[src/dispatch_pkg.sv]
// dispatch package: lane count, widths, vector typedefs, select enums, port structs
package dispatch_pkg;

    // ========================================
    // sizes
    // ========================================
    localparam int DP_NUM        = 2;
    localparam int PHY_REG_NUM   = 64;
    localparam int ROB_ENTRY_NUM = 32;
    localparam int ARCH_REG_NUM  = 32;

    // derived field widths
    localparam int DP_CNT_W   = $clog2(DP_NUM + 1);
    localparam int TAG_W      = $clog2(PHY_REG_NUM);
    localparam int ROB_IDX_W  = $clog2(ROB_ENTRY_NUM);
    localparam int ARCH_REG_W = $clog2(ARCH_REG_NUM);

    // ========================================
    // vector types
    // ========================================
    // dispatch / free-entry count, 0..DP_NUM
    typedef logic [DP_CNT_W-1:0]   dp_cnt_t;
    typedef logic [31:0]           inst_t;
    typedef logic [31:0]           pc_t;
    // physical register tag
    typedef logic [TAG_W-1:0]      tag_t;
    typedef logic [ROB_IDX_W-1:0]  rob_idx_t;
    typedef logic [ARCH_REG_W-1:0] arch_reg_t;

    // x0 doubles as the unused index
    localparam arch_reg_t ZERO_REG = '0;

    // ========================================
    // select enums
    // ========================================
    typedef enum logic [1:0] {
        OPA_IS_RS1  = 2'h0,
        OPA_IS_PC   = 2'h1,
        OPA_IS_ZERO = 2'h2
    } opa_sel_e;

    typedef enum logic [2:0] {
        OPB_IS_RS2   = 3'h0,
        OPB_IS_I_IMM = 3'h1,
        OPB_IS_S_IMM = 3'h2,
        OPB_IS_B_IMM = 3'h3,
        OPB_IS_U_IMM = 3'h4,
        OPB_IS_J_IMM = 3'h5
    } opb_sel_e;

    typedef enum logic [3:0] {
        ALU_ADD    = 4'h0,
        ALU_SUB    = 4'h1,
        ALU_SLT    = 4'h2,
        ALU_SLTU   = 4'h3,
        ALU_AND    = 4'h4,
        ALU_OR     = 4'h5,
        ALU_XOR    = 4'h6,
        ALU_SLL    = 4'h7,
        ALU_SRL    = 4'h8,
        ALU_SRA    = 4'h9,
        ALU_MUL    = 4'ha,
        ALU_MULH   = 4'hb,
        ALU_MULHSU = 4'hc,
        ALU_MULHU  = 4'hd
    } alu_func_e;

    // ========================================
    // decode result and port structs
    // ========================================
    // 32 bits, class flags at the bottom
    typedef struct packed {
        opa_sel_e  opa;
        opb_sel_e  opb;
        alu_func_e alu_func;
        arch_reg_t rd;
        arch_reg_t rs1;
        arch_reg_t rs2;
        logic      rd_mem;
        logic      wr_mem;
        logic      cond_br;
        logic      uncond_br;
        logic      halt;
        logic      illegal;
        logic      mult;
        logic      alu;
    } dec_ctrl_t;

    // rob: free slots and the slot index per lane
    typedef struct packed {
        dp_cnt_t                    free_num;
        rob_idx_t [DP_NUM-1:0]      rob_idx;
    } rob_dp_t;

    // free list: free tags and one new tag per lane
    typedef struct packed {
        dp_cnt_t                    free_num;
        tag_t     [DP_NUM-1:0]      tag;
    } fl_dp_t;

    // fetch queue: valid insts and their pcs
    typedef struct packed {
        dp_cnt_t                    valid_num;
        inst_t    [DP_NUM-1:0]      inst;
        pc_t      [DP_NUM-1:0]      pc;
    } fiq_dp_t;

    typedef struct packed {
        dp_cnt_t free_num;
    } rs_dp_t;

    // map table answer, one per lane
    typedef struct packed {
        tag_t tag1;
        logic tag1_ready;
        tag_t tag2;
        logic tag2_ready;
        tag_t tag_old;
    } mt_dp_t;

    // rename request, one per lane
    typedef struct packed {
        logic      wr_en;
        tag_t      tag;
        arch_reg_t rd;
        arch_reg_t rs1;
        arch_reg_t rs2;
    } dp_mt_t;

    typedef struct packed {
        logic      valid;
        pc_t       pc;
        inst_t     inst;
        dec_ctrl_t ctrl;
        tag_t      tag;
        tag_t      tag1;
        logic      tag1_ready;
        tag_t      tag2;
        logic      tag2_ready;
        rob_idx_t  rob_idx;
    } rs_entry_t;

    typedef struct packed {
        dp_cnt_t                    dp_num;
        rs_entry_t [DP_NUM-1:0]     entry;
    } dp_rs_t;

    typedef struct packed {
        dp_cnt_t                    dp_num;
        logic      [DP_NUM-1:0]     valid;
        pc_t       [DP_NUM-1:0]     pc;
        arch_reg_t [DP_NUM-1:0]     rd;
        tag_t      [DP_NUM-1:0]     tag;
        tag_t      [DP_NUM-1:0]     tag_old;
    } dp_rob_t;

endpackage

[src/dispatch_count.sv]
// dispatch count: minimum of rob, free list, fetch queue and rs counts, clamped to lanes
`timescale 1ns/1ps

module dispatch_count (
    input  dispatch_pkg::dp_cnt_t rob_free_i,
    input  dispatch_pkg::dp_cnt_t fl_free_i,
    input  dispatch_pkg::dp_cnt_t fiq_valid_i,
    input  dispatch_pkg::dp_cnt_t rs_free_i,
    output dispatch_pkg::dp_cnt_t dp_num_o
);
    import dispatch_pkg::*;

    // first level of the tree
    dp_cnt_t comp_tmp1;
    dp_cnt_t comp_tmp2;
    // tree output before clamping
    dp_cnt_t comp_out;

    function automatic dp_cnt_t cnt_min(input dp_cnt_t a, input dp_cnt_t b);
        return (a < b) ? a : b;
    endfunction

    // ========================================
    // comparator tree
    // ========================================
    // rob vs fetch queue, free list vs rs
    assign comp_tmp1 = cnt_min(rob_free_i, fiq_valid_i);
    assign comp_tmp2 = cnt_min(fl_free_i, rs_free_i);
    assign comp_out  = cnt_min(comp_tmp1, comp_tmp2);

    // a unit may report more room than there are lanes
    always_comb begin
        if (comp_out > dp_cnt_t'(DP_NUM)) begin
            dp_num_o = dp_cnt_t'(DP_NUM);
        end else begin
            dp_num_o = comp_out;
        end
    end

    // never more lanes than exist, nor more than any unit can take
    always_comb begin
        a_num_bound: assert (dp_num_o <= dp_cnt_t'(DP_NUM) && dp_num_o <= rob_free_i &&
                             dp_num_o <= fl_free_i && dp_num_o <= fiq_valid_i &&
                             dp_num_o <= rs_free_i)
            else $error("dispatch count above lane count or a free count");
    end

endmodule

[src/rv32_decoder.sv]
// rv32im decoder lane: operand selects, alu function, class flags, register indices
`timescale 1ns/1ps

module rv32_decoder (
    input  dispatch_pkg::inst_t     inst_i,
    input  logic                    lane_valid_i,
    output dispatch_pkg::dec_ctrl_t ctrl_o
);
    import dispatch_pkg::*;

    // which register fields this format reads or writes
    logic rd_used;
    logic rs1_used;
    logic rs2_used;

    // base integer op from funct3, alt picks sub / sra
    function automatic alu_func_e int_func(input logic [2:0] funct3, input logic alt);
        case (funct3)
            3'b000:  return alt ? ALU_SUB : ALU_ADD;
            3'b001:  return ALU_SLL;
            3'b010:  return ALU_SLT;
            3'b011:  return ALU_SLTU;
            3'b100:  return ALU_XOR;
            3'b101:  return alt ? ALU_SRA : ALU_SRL;
            3'b110:  return ALU_OR;
            default: return ALU_AND;
        endcase
    endfunction

    // m extension, multiplies only
    function automatic alu_func_e mul_func(input logic [1:0] funct3_lo);
        case (funct3_lo)
            2'b00:   return ALU_MUL;
            2'b01:   return ALU_MULH;
            2'b10:   return ALU_MULHSU;
            default: return ALU_MULHU;
        endcase
    endfunction

    // ========================================
    // decode table
    // ========================================
    always_comb begin
        // no-op defaults, also what an idle lane shows
        ctrl_o           = '0;
        ctrl_o.opa       = OPA_IS_RS1;
        ctrl_o.opb       = OPB_IS_RS2;
        ctrl_o.alu_func  = ALU_ADD;
        ctrl_o.alu       = 1'b1;
        rd_used          = 1'b0;
        rs1_used         = 1'b0;
        rs2_used         = 1'b0;

        if (lane_valid_i) begin
            casez (inst_i)
                // lui
                32'b???????_?????_?????_???_?????_0110111: begin
                    rd_used    = 1'b1;
                    ctrl_o.opa = OPA_IS_ZERO;
                    ctrl_o.opb = OPB_IS_U_IMM;
                end
                // auipc
                32'b???????_?????_?????_???_?????_0010111: begin
                    rd_used    = 1'b1;
                    ctrl_o.opa = OPA_IS_PC;
                    ctrl_o.opb = OPB_IS_U_IMM;
                end
                // jal, target from pc + j imm
                32'b???????_?????_?????_???_?????_1101111: begin
                    rd_used          = 1'b1;
                    ctrl_o.opa       = OPA_IS_PC;
                    ctrl_o.opb       = OPB_IS_J_IMM;
                    ctrl_o.uncond_br = 1'b1;
                    ctrl_o.alu       = 1'b0;
                end
                // jalr
                32'b???????_?????_?????_000_?????_1100111: begin
                    rd_used          = 1'b1;
                    rs1_used         = 1'b1;
                    ctrl_o.opb       = OPB_IS_I_IMM;
                    ctrl_o.uncond_br = 1'b1;
                    ctrl_o.alu       = 1'b0;
                end
                // beq bne / blt bge bltu bgeu
                32'b???????_?????_?????_00?_?????_1100011,
                32'b???????_?????_?????_1??_?????_1100011: begin
                    rs1_used       = 1'b1;
                    rs2_used       = 1'b1;
                    ctrl_o.opa     = OPA_IS_PC;
                    ctrl_o.opb     = OPB_IS_B_IMM;
                    ctrl_o.cond_br = 1'b1;
                    ctrl_o.alu     = 1'b0;
                end
                // lb lh / lw / lbu lhu
                32'b???????_?????_?????_00?_?????_0000011,
                32'b???????_?????_?????_010_?????_0000011,
                32'b???????_?????_?????_10?_?????_0000011: begin
                    rd_used       = 1'b1;
                    rs1_used      = 1'b1;
                    ctrl_o.opb    = OPB_IS_I_IMM;
                    ctrl_o.rd_mem = 1'b1;
                    ctrl_o.alu    = 1'b0;
                end
                // sb sh / sw
                32'b???????_?????_?????_00?_?????_0100011,
                32'b???????_?????_?????_010_?????_0100011: begin
                    rs1_used      = 1'b1;
                    rs2_used      = 1'b1;
                    ctrl_o.opb    = OPB_IS_S_IMM;
                    ctrl_o.wr_mem = 1'b1;
                    ctrl_o.alu    = 1'b0;
                end
                // addi, slti sltiu, xori ori, andi
                32'b???????_?????_?????_000_?????_0010011,
                32'b???????_?????_?????_01?_?????_0010011,
                32'b???????_?????_?????_1?0_?????_0010011,
                32'b???????_?????_?????_111_?????_0010011: begin
                    rd_used         = 1'b1;
                    rs1_used        = 1'b1;
                    ctrl_o.opb      = OPB_IS_I_IMM;
                    ctrl_o.alu_func = int_func(inst_i[14:12], 1'b0);
                end
                // slli, srli srai; bit 30 splits the right shifts
                32'b0000000_?????_?????_001_?????_0010011,
                32'b0?00000_?????_?????_101_?????_0010011: begin
                    rd_used         = 1'b1;
                    rs1_used        = 1'b1;
                    ctrl_o.opb      = OPB_IS_I_IMM;
                    ctrl_o.alu_func = int_func(inst_i[14:12], inst_i[30]);
                end
                // register ops, then sub and sra
                32'b0000000_?????_?????_???_?????_0110011,
                32'b0100000_?????_?????_000_?????_0110011,
                32'b0100000_?????_?????_101_?????_0110011: begin
                    rd_used         = 1'b1;
                    rs1_used        = 1'b1;
                    rs2_used        = 1'b1;
                    ctrl_o.alu_func = int_func(inst_i[14:12], inst_i[30]);
                end
                // mul mulh mulhsu mulhu, no divide unit
                32'b0000001_?????_?????_0??_?????_0110011: begin
                    rd_used         = 1'b1;
                    rs1_used        = 1'b1;
                    rs2_used        = 1'b1;
                    ctrl_o.alu_func = mul_func(inst_i[13:12]);
                    ctrl_o.mult     = 1'b1;
                    ctrl_o.alu      = 1'b0;
                end
                // wfi stops the core
                32'h1050_0073: begin
                    ctrl_o.halt = 1'b1;
                end
                // csr and anything unknown
                default: begin
                    ctrl_o.illegal = 1'b1;
                end
            endcase
        end

        // register indices only where the format has them
        ctrl_o.rd  = rd_used  ? inst_i[11:7]  : ZERO_REG;
        ctrl_o.rs1 = rs1_used ? inst_i[19:15] : ZERO_REG;
        ctrl_o.rs2 = rs2_used ? inst_i[24:20] : ZERO_REG;
    end

    // one functional unit class per instruction
    always_comb begin
        a_one_class: assert ($onehot0({ctrl_o.rd_mem, ctrl_o.wr_mem, ctrl_o.cond_br,
                                       ctrl_o.uncond_br, ctrl_o.mult, ctrl_o.alu}))
            else $error("decoder set more than one unit class");
    end

endmodule

[src/dispatch_stage.sv]
// dispatch stage top: decoder lanes, map table requests, registered rs and rob packets
`timescale 1ns/1ps

module dispatch_stage (
    input  logic                   clock_i,
    input  logic                   rst_n_i,
    input  dispatch_pkg::rob_dp_t  rob_dp_i,
    input  dispatch_pkg::fl_dp_t   fl_dp_i,
    input  dispatch_pkg::fiq_dp_t  fiq_dp_i,
    input  dispatch_pkg::rs_dp_t   rs_dp_i,
    input  dispatch_pkg::mt_dp_t   mt_dp_i [dispatch_pkg::DP_NUM-1:0],
    output dispatch_pkg::dp_mt_t   dp_mt_o [dispatch_pkg::DP_NUM-1:0],
    output dispatch_pkg::dp_rs_t   dp_rs_o,
    output dispatch_pkg::dp_rob_t  dp_rob_o
);
    import dispatch_pkg::*;

    // lanes that dispatch this cycle
    dp_cnt_t           dp_num;
    logic [DP_NUM-1:0] lane_valid;
    dec_ctrl_t         dec_ctrl [DP_NUM-1:0];

    // packets before the output register
    dp_rs_t            dp_rs_d;
    dp_rob_t           dp_rob_d;

    // ========================================
    // structural hazard count
    // ========================================
    dispatch_count dispatch_count_inst (
        .rob_free_i  (rob_dp_i.free_num),
        .fl_free_i   (fl_dp_i.free_num),
        .fiq_valid_i (fiq_dp_i.valid_num),
        .rs_free_i   (rs_dp_i.free_num),
        .dp_num_o    (dp_num)
    );

    // ========================================
    // decoder lanes
    // ========================================
    for (genvar lane = 0; lane < DP_NUM; lane++) begin : g_lane
        // first dp_num lanes, in order
        assign lane_valid[lane] = dp_cnt_t'(lane) < dp_num;

        rv32_decoder rv32_decoder_inst (
            .inst_i       (fiq_dp_i.inst[lane]),
            .lane_valid_i (lane_valid[lane]),
            .ctrl_o       (dec_ctrl[lane])
        );
    end

    // map table rename requests, same cycle
    always_comb begin
        for (int i = 0; i < DP_NUM; i++) begin
            // no renames while held in reset
            dp_mt_o[i].wr_en = lane_valid[i] & rst_n_i;
            dp_mt_o[i].tag   = fl_dp_i.tag[i];
            dp_mt_o[i].rd    = dec_ctrl[i].rd;
            dp_mt_o[i].rs1   = dec_ctrl[i].rs1;
            dp_mt_o[i].rs2   = dec_ctrl[i].rs2;
        end
    end

    // ========================================
    // rs and rob packet assembly
    // ========================================
    always_comb begin
        dp_rs_d.dp_num  = dp_num;
        dp_rob_d.dp_num = dp_num;
        for (int i = 0; i < DP_NUM; i++) begin
            // rs entry, source tags come back from the map table
            dp_rs_d.entry[i].valid      = lane_valid[i];
            dp_rs_d.entry[i].pc         = fiq_dp_i.pc[i];
            dp_rs_d.entry[i].inst       = fiq_dp_i.inst[i];
            dp_rs_d.entry[i].ctrl       = dec_ctrl[i];
            dp_rs_d.entry[i].tag        = fl_dp_i.tag[i];
            dp_rs_d.entry[i].tag1       = mt_dp_i[i].tag1;
            dp_rs_d.entry[i].tag1_ready = mt_dp_i[i].tag1_ready;
            dp_rs_d.entry[i].tag2       = mt_dp_i[i].tag2;
            dp_rs_d.entry[i].tag2_ready = mt_dp_i[i].tag2_ready;
            dp_rs_d.entry[i].rob_idx    = rob_dp_i.rob_idx[i];
            // rob entry, old tag freed at retire
            dp_rob_d.valid[i]   = lane_valid[i];
            dp_rob_d.pc[i]      = fiq_dp_i.pc[i];
            dp_rob_d.rd[i]      = dec_ctrl[i].rd;
            dp_rob_d.tag[i]     = fl_dp_i.tag[i];
            dp_rob_d.tag_old[i] = mt_dp_i[i].tag_old;
        end
    end

    // ========================================
    // output register
    // ========================================
    always_ff @(posedge clock_i) begin
        if (!rst_n_i) begin
            // only count and valids cleared, payload holds
            dp_rs_o.dp_num  <= '0;
            dp_rob_o.dp_num <= '0;
            dp_rob_o.valid  <= '0;
            for (int i = 0; i < DP_NUM; i++) begin
                dp_rs_o.entry[i].valid <= 1'b0;
            end
        end else begin
            dp_rs_o  <= dp_rs_d;
            dp_rob_o <= dp_rob_d;
        end
    end

    // dispatched lanes stay contiguous from lane 0
    for (genvar lane = 1; lane < DP_NUM; lane++) begin : g_order_chk
        a_valid_order: assert property (@(posedge clock_i) disable iff (!rst_n_i)
            dp_rs_o.entry[lane].valid |-> dp_rs_o.entry[lane-1].valid)
            else $error("registered lane %0d valid after an invalid lane", lane);
    end

endmodule

[config.mk]
export PLATFORM = sky130hd
export DESIGN_NAME = dispatch_stage
export DESIGN_NICKNAME = d
export VERILOG_FILES = /design/src/dispatch_pkg.sv /design/src/dispatch_count.sv /design/src/rv32_decoder.sv /design/src/dispatch_stage.sv
export SDC_FILE = /design/constraint.sdc
export NUM_CORES = 1
export LEC_CHECK = 0
export BUFFER_PORTS_ARGS = -buffer_cell sky130_fd_sc_hd__buf_4
export CORE_AREA = 2 2 228 230
export CTS_CLUSTER_DIAMETER = 100
export DETAILED_ROUTE_END_ITERATION = 10
export DIE_AREA = 0 0 230 232
export GPL_TIMING_DRIVEN = 1
export HOLD_SLACK_MARGIN = 0.15
export SLEW_MARGIN = 10
export SYNTH_ARGS = -nofsm -noshare
export SYNTH_HDL_FRONTEND = slang
export SYNTH_SLANG_ARGS = --single-unit
[constraint.sdc]
create_clock -name clock_i -period 2.5 [get_ports clock_i]
set_input_delay 0 -clock clock_i [delete_from_list [all_inputs] [get_ports clock_i]]
set_output_delay 0 -clock clock_i [all_outputs]
set_load 0.01 [all_outputs]
# Yosys cells after proc, flatten, opt, wreduce, memory -nomap -nowiden
# Index checks and enable logic that the tools add are counted.
dict set report totals {
  ff_bits 260
  latch_bits 0
  ram_bits 0
  rom_bits 0
  output_inout_bits 392
  n_memories 0
}
dict set report classes {
  n_addsub 0
  multipliers 0
  n_div 0
  order_cmp 6
  eq_ne 60
  shift 0
  n_mux 54
  bitwise 2
  n_reduce_logical 32
}
# op n
set op_table {}
lappend op_table {{4-bit one-hot mux with 7 select lines} 4}
lappend op_table {{17-bit by 16-bit equality test with 1-bit output (second input constant)} 4}
lappend op_table {{32-bit by 29-bit equality test with 1-bit output (second input constant)} 2}
lappend op_table {{22-bit OR reduction} 2}
lappend op_table {{10-bit by 9-bit equality test with 1-bit output (second input constant)} 4}
lappend op_table {{10-bit OR reduction} 4}
lappend op_table {{9-bit equality test (second input constant)} 4}
lappend op_table {{18-bit OR reduction} 2}
lappend op_table {{17-bit by 8-bit equality test with 1-bit output (second input constant)} 2}
lappend op_table {{17-bit OR reduction} 2}
lappend op_table {{16-bit by 10-bit equality test with 1-bit output (second input constant)} 2}
lappend op_table {{1-bit two-way mux} 32}
lappend op_table {{15-bit by 9-bit equality test with 1-bit output (second input constant)} 2}
lappend op_table {{5-bit two-way mux} 6}
lappend op_table {{3-bit one-hot mux with 5 select lines} 2}
lappend op_table {{14-bit by 6-bit equality test with 1-bit output (second input constant)} 2}
lappend op_table {{4-bit one-hot mux with 3 select lines} 2}
lappend op_table {{10-bit equality test (second input constant)} 2}
lappend op_table {{10-bit by 5-bit equality test with 1-bit output (second input constant)} 2}
lappend op_table {{10-bit by 7-bit equality test with 1-bit output (second input constant)} 2}
lappend op_table {{3-bit equality test (second input constant)} 6}
lappend op_table {{9-bit by 2-bit equality test with 1-bit output (second input constant)} 2}
lappend op_table {{9-bit by 6-bit equality test with 1-bit output (second input constant)} 2}
lappend op_table {{9-bit by 7-bit equality test with 1-bit output (second input constant)} 2}
lappend op_table {{other kinds (23)} 58}

# Longest topological paths before layout
dict set report logic_depth {
  depth_word 9
  ltp_mapped 9
}

# Hierarchy
# A second synthesis with hierarchy kept.
dict set report unflattened {
  cells_unflattened 652
  hier_area_um2 10446.3
}
# module n_inst cells_per_inst area_each_um2 seq_area_each_um2
set by_module_without_submodules {}
lappend by_module_without_submodules {dispatch_stage 1 366 8503.2 7687.4}
lappend by_module_without_submodules {rv32_decoder 2 135 905.9 0.0}
lappend by_module_without_submodules {dispatch_count 1 16 131.4 0.0}

# Worst setup path after synthesis
# Ideal clock, no wire load.
dict set report synth_path {
  path_type {in2reg}
  from {input port rob_dp_i[11] in the netlist's numbering}
  to {register dp_rs_o[50] in the netlist's numbering, data pin}
  setup_time_ns 0.261
  t_arrival_ns 1.619
  t_required_ns 2.239
  path_slack_ns 0.620
  path_stages 8
  n_path_buf 1
  path_cell_list {ha_1 ha_1 nor2b_1 a21oi_1 o21ba_2 clkbuf_1 a211oi_1 a221o_1}
}
dict set report synth_via {
  elab_chain_cells 7
}
# element line_no
set synth_lines {}
lappend synth_lines {{from (decl)} dispatch_stage.sv:7} ;# input dispatch_pkg::rob_dp_t rob_dp_i,
lappend synth_lines {{2-bit less-than comparator} dispatch_count.sv:20} ;# return (a < b) ? a : b;
lappend synth_lines {{2-bit two-way mux (*)} dispatch_count.sv:20}
lappend synth_lines {{2-bit less-than comparator} dispatch_count.sv:20}
lappend synth_lines {{2-bit two-way mux (*)} dispatch_count.sv:20}
lappend synth_lines {{2-bit greater-than comparator} dispatch_count.sv:33} ;# if (comp_out > dp_cnt_t'(DP_NUM)) begin
lappend synth_lines {{2-bit two-way mux (*)} dispatch_count.sv:33}
lappend synth_lines {{1-bit by 2-bit less-than comparator with 1-bit output (*)} dispatch_stage.sv:43} ;# assign lane_valid[lane] = dp_cnt_t'(lane) < dp_num;
lappend synth_lines {{to (signal assigned)} dispatch_stage.sv:104} ;# dp_rs_o <= dp_rs_d;
lappend synth_lines {{to (decl)} dispatch_stage.sv:13} ;# output dispatch_pkg::dp_rs_t dp_rs_o,
# Mark *: on every way between the ends. The rest lies on a longest branch, timed or not.
# A chain may end at the register's enable or synchronous reset.

# Worst setup path in the final report
dict set report layout_path {
  from {input port fiq_dp_i[92] in the netlist's numbering}
  to {register dp_rs_o[49] in the netlist's numbering, data pin}
}
dict set report layout_via {
  elab_chain_cells 3
  word_cells_on_any_way 8
}
# element line_no
set layout_lines {}
lappend layout_lines {{from (decl)} dispatch_stage.sv:9} ;# input dispatch_pkg::fiq_dp_t fiq_dp_i,
lappend layout_lines {{17-bit by 8-bit equality test with 1-bit output (tied with other cells)} rv32_decoder.sv:55} ;# casez (inst_i)
lappend layout_lines {{5-bit OR reduction (no source line)} --}
lappend layout_lines {{4-bit one-hot mux with 3 select lines (*)} rv32_decoder.sv:55}
# Marked as above.

==> impl_metrics.tcl <==
set metrics [dict create \
    cap_violations 0 \
    htreeDepth 1 \
    grt_use_total_pct 14.9 \
    path_max_fanout 6 \
    core_area_sq_um 50900 \
    end_kind "flip-flop" \
    post-route-util_pct 37.6 \
    antenna_found_initial 9 \
    routed_wl_mm 43.0 \
    clk_path_buf_depth 3 \
    cts_tree "built" \
    pwr-share-comb_pct 17.2 \
    avgSynthCellArea_sq_um 15.9 \
    setup_tns_ns -0.0143 \
    power_leakage_nw 7.93 \
    die_area_sq_um 53400 \
    synth_edf_count 254 \
    instances_no_fill 2194 \
    ys.flop_type "edfxtp_1" \
    place_ws_ns 0.318 \
    p_seq_share_pct 46.0 \
    numClockSinks 257 \
    postSynthCellCount 648 \
    finalSetupViolCount 1 \
    ys_seq_area_share_pct 74.7 \
    min_period_ns 2.51 \
    finalHoldViolCount 0 \
    start_kind "input pin" \
    fillers 4775 \
    area_growth_syn_to_layout_pct 86.1 \
    globalplace.congestion 0.890 \
    port_buffers 591 \
    antenna_left 0 \
    grt_pass1_vias 9035 \
    firstDrtPassIters 5 \
    fp.dieW_microns 230 \
    setup_slack_ns -0.0143 \
    swShare_pct 24.5 \
    p_sw_mw 2.79 \
    ys_types 62 \
    viasPerCell 4.04 \
    placed_area_sq_um 14900 \
    period_share_pct 101 \
    powerDensity_nw_per_um2 595 \
    gr-total-overflow 0 \
    maxSlewHeadroom_pct 51.6 \
    p_clk_share_pct 36.7 \
    critPathArrivalTime_ns 2.95 \
    drt_iter0_drc 734 \
    cts-buffers-inserted 30 \
    synth_nets 854 \
    rows 83 \
    path_clk_slew_ns 0.06 \
    max_freq_mhz 398 \
    ir_worst_vdd_v 0.000455 \
    final_area_sq_um 19100 \
    die_h_microns 232 \
    violations "negative setup slack" \
    ctsRootBufferMaster "clkbuf_16" \
    worstMarginPinSlew_ns 0.724 \
    synthArstFlopShare_pct 0 \
    io_pins 592 \
    slew_violations 0 \
    num_vias 8870 \
    internal_power_mw 8.60 \
    post_cts_buffers 0 \
    status "complete, but fails checks" \
    holdWs_ns 0.180 \
    required_ns 2.93 \
    rsz0062_at_grt "true" \
    grt_first_pass_wirelength_mm 59.9 \
    drc 0 \
    hold_path.class "input pin to flip-flop" \
    final_nets 1698 \
    hpwl_mm 30.4 \
    seqCellArea_sq_um 7690 \
    drive_gt1_share_pct 44.1 \
    syn_area_sq_um 10300 \
    start_util_pct 20.2 \
    crit_type "input pin to flip-flop" \
    grt_max_degree 63 \
    ys.warnings.count 0 \
    power.total_mw 11.4 \
    multiInputGateArea_sq_um 1770 \
    routedWlPerCell_microns 19.6 \
    dp_cells 1812 \
    ys_ff_latch 257 \
]
## kinds of logic (layout without fill, tap and decap cells)
kind of cell	Yosys count	after routing	share of synthesized area, %
DFF	257	257	74.7
and+or+nand+nor	178	178	10.3
buffers and inverters	132	997	8.65
muxes	1	1	0.0973
other	0	1	0
adders and majority gates	6	6	0.730
xor gates and xnor gates	4	4	0.341
AOI/OAI and AO/OA	70	70	5.11
## critical path, stage by stage
cell	delay [ns]
dlygate4sd3_1	0.54
buf_4	0.16
or3_1	0.40
o31ai_1	0.33
nand2_1	0.17
a2111oi_0	0.62
a311o_1	0.18
dlygate4sd3_1	0.54
## synthesized netlist by cell type, drive strengths merged, types with 3 or more instances
library cell / instances / area (sq um)
ha: 6 / 75.1
o21a: 3 / 22.5
nor4bb: 3 / 30.0
a21boi: 3 / 22.5
or4b: 3 / 33.8
nand2b: 7 / 43.8
and2: 32 / 200
dfxtp: 3 / 60.1
nand2: 26 / 97.6
nor3: 16 / 91.3
inv: 12 / 45.0
and3: 10 / 62.6
a211oi: 6 / 45.0
nand4: 4 / 25.0
or2: 4 / 25.0
clkbuf: 15 / 56.3
buf: 105 / 788
o211a: 4 / 40.0
nand3: 9 / 45.0
o21bai: 5 / 37.5
edfxtp: 254 / 7630
nor4: 9 / 56.3
nor2b: 10 / 62.6
nor2: 22 / 82.6
xor2: 3 / 26.3
a21oi: 15 / 75.1
or3: 6 / 42.5
o21ai: 10 / 50.1
nand3b: 3 / 22.5
nor4b: 6 / 67.6
or3b: 3 / 26.3
## flip-flops by register name, indices dropped and copies added (netlist names)
name / count
dp_rs_o: 157
dp_rob_o: 100
## final timing paths
kind              cells after the start          from      endpoint  slack, ns
setup / recovery                      8  fiq_dp_i[92]   dp_rs_o[49]      -0.01
hold / removal                        2  fiq_dp_i[17]  dp_rob_o[51]       0.18
## per-layer routing
metal / wire [microns] / track usage, %
met1: 16600 / 18.1
met2: 21200 / 25.5
met3: 4240 / 4.90
met4: 918 / 3.89
met5: 41 / 0
## power groups by stage
stage          combinational (mW)  clock, mW  sequential (mW)
2_1_floorplan               0.358          0             5.44
3_3_place_gp                 1.52          0             5.31
3_5_place_dp                 1.52          0             5.32
4_1_cts                      1.95       4.33             5.23
5_1_grt                      2.07       4.49             5.26
6_report                     1.96       4.18             5.24
## repair_timing
item                                   in CTS  in global routing
gates resized for setup                     0                 10
setup endpoints to repair                   0                 31
hold buffers                              327                  1
endpoints found under the hold margin     347                  1
## layout make-up
type | count | area share [%]
antenna | 1 | 0.0131
clock buffer | 41 | 4.14
clock inverter | 12 | 0.667
inverter | 12 | 0.235
multi-input combinational | 259 | 9.25
sequential | 257 | 40.2
tap | 680 | 4.45
timing repair buffer | 932 | 41.1
## cells in the final DEF, fill, tap and decap left out, types with 3 or more instances in the layout
cell / count
o21a_1: 3
buf_4: 600
nand4_1: 4
o21bai_1: 5
inv_1: 12
or3_1: 5
clkinv_2: 4
nor3_1: 14
nand3_1: 9
and2_1: 32
clkbuf_16: 30
ha_1: 6
clkbuf_1: 11
or2_2: 4
buf_12: 3
a21oi_1: 15
dfxtp_1: 3
o211a_1: 4
clkinv_1: 3
nor2b_1: 10
nor4b_1: 5
edfxtp_1: 254
a21boi_0: 3
nand2b_1: 7
and3_1: 10
nand3b_1: 3
nor4_1: 9
nand2_1: 26
nor2_1: 21
dlygate4sd3_1: 328
xor2_1: 3
o21ai_0: 10
a211oi_1: 5
Note: power is estimated with default switching activity, not from simulation.
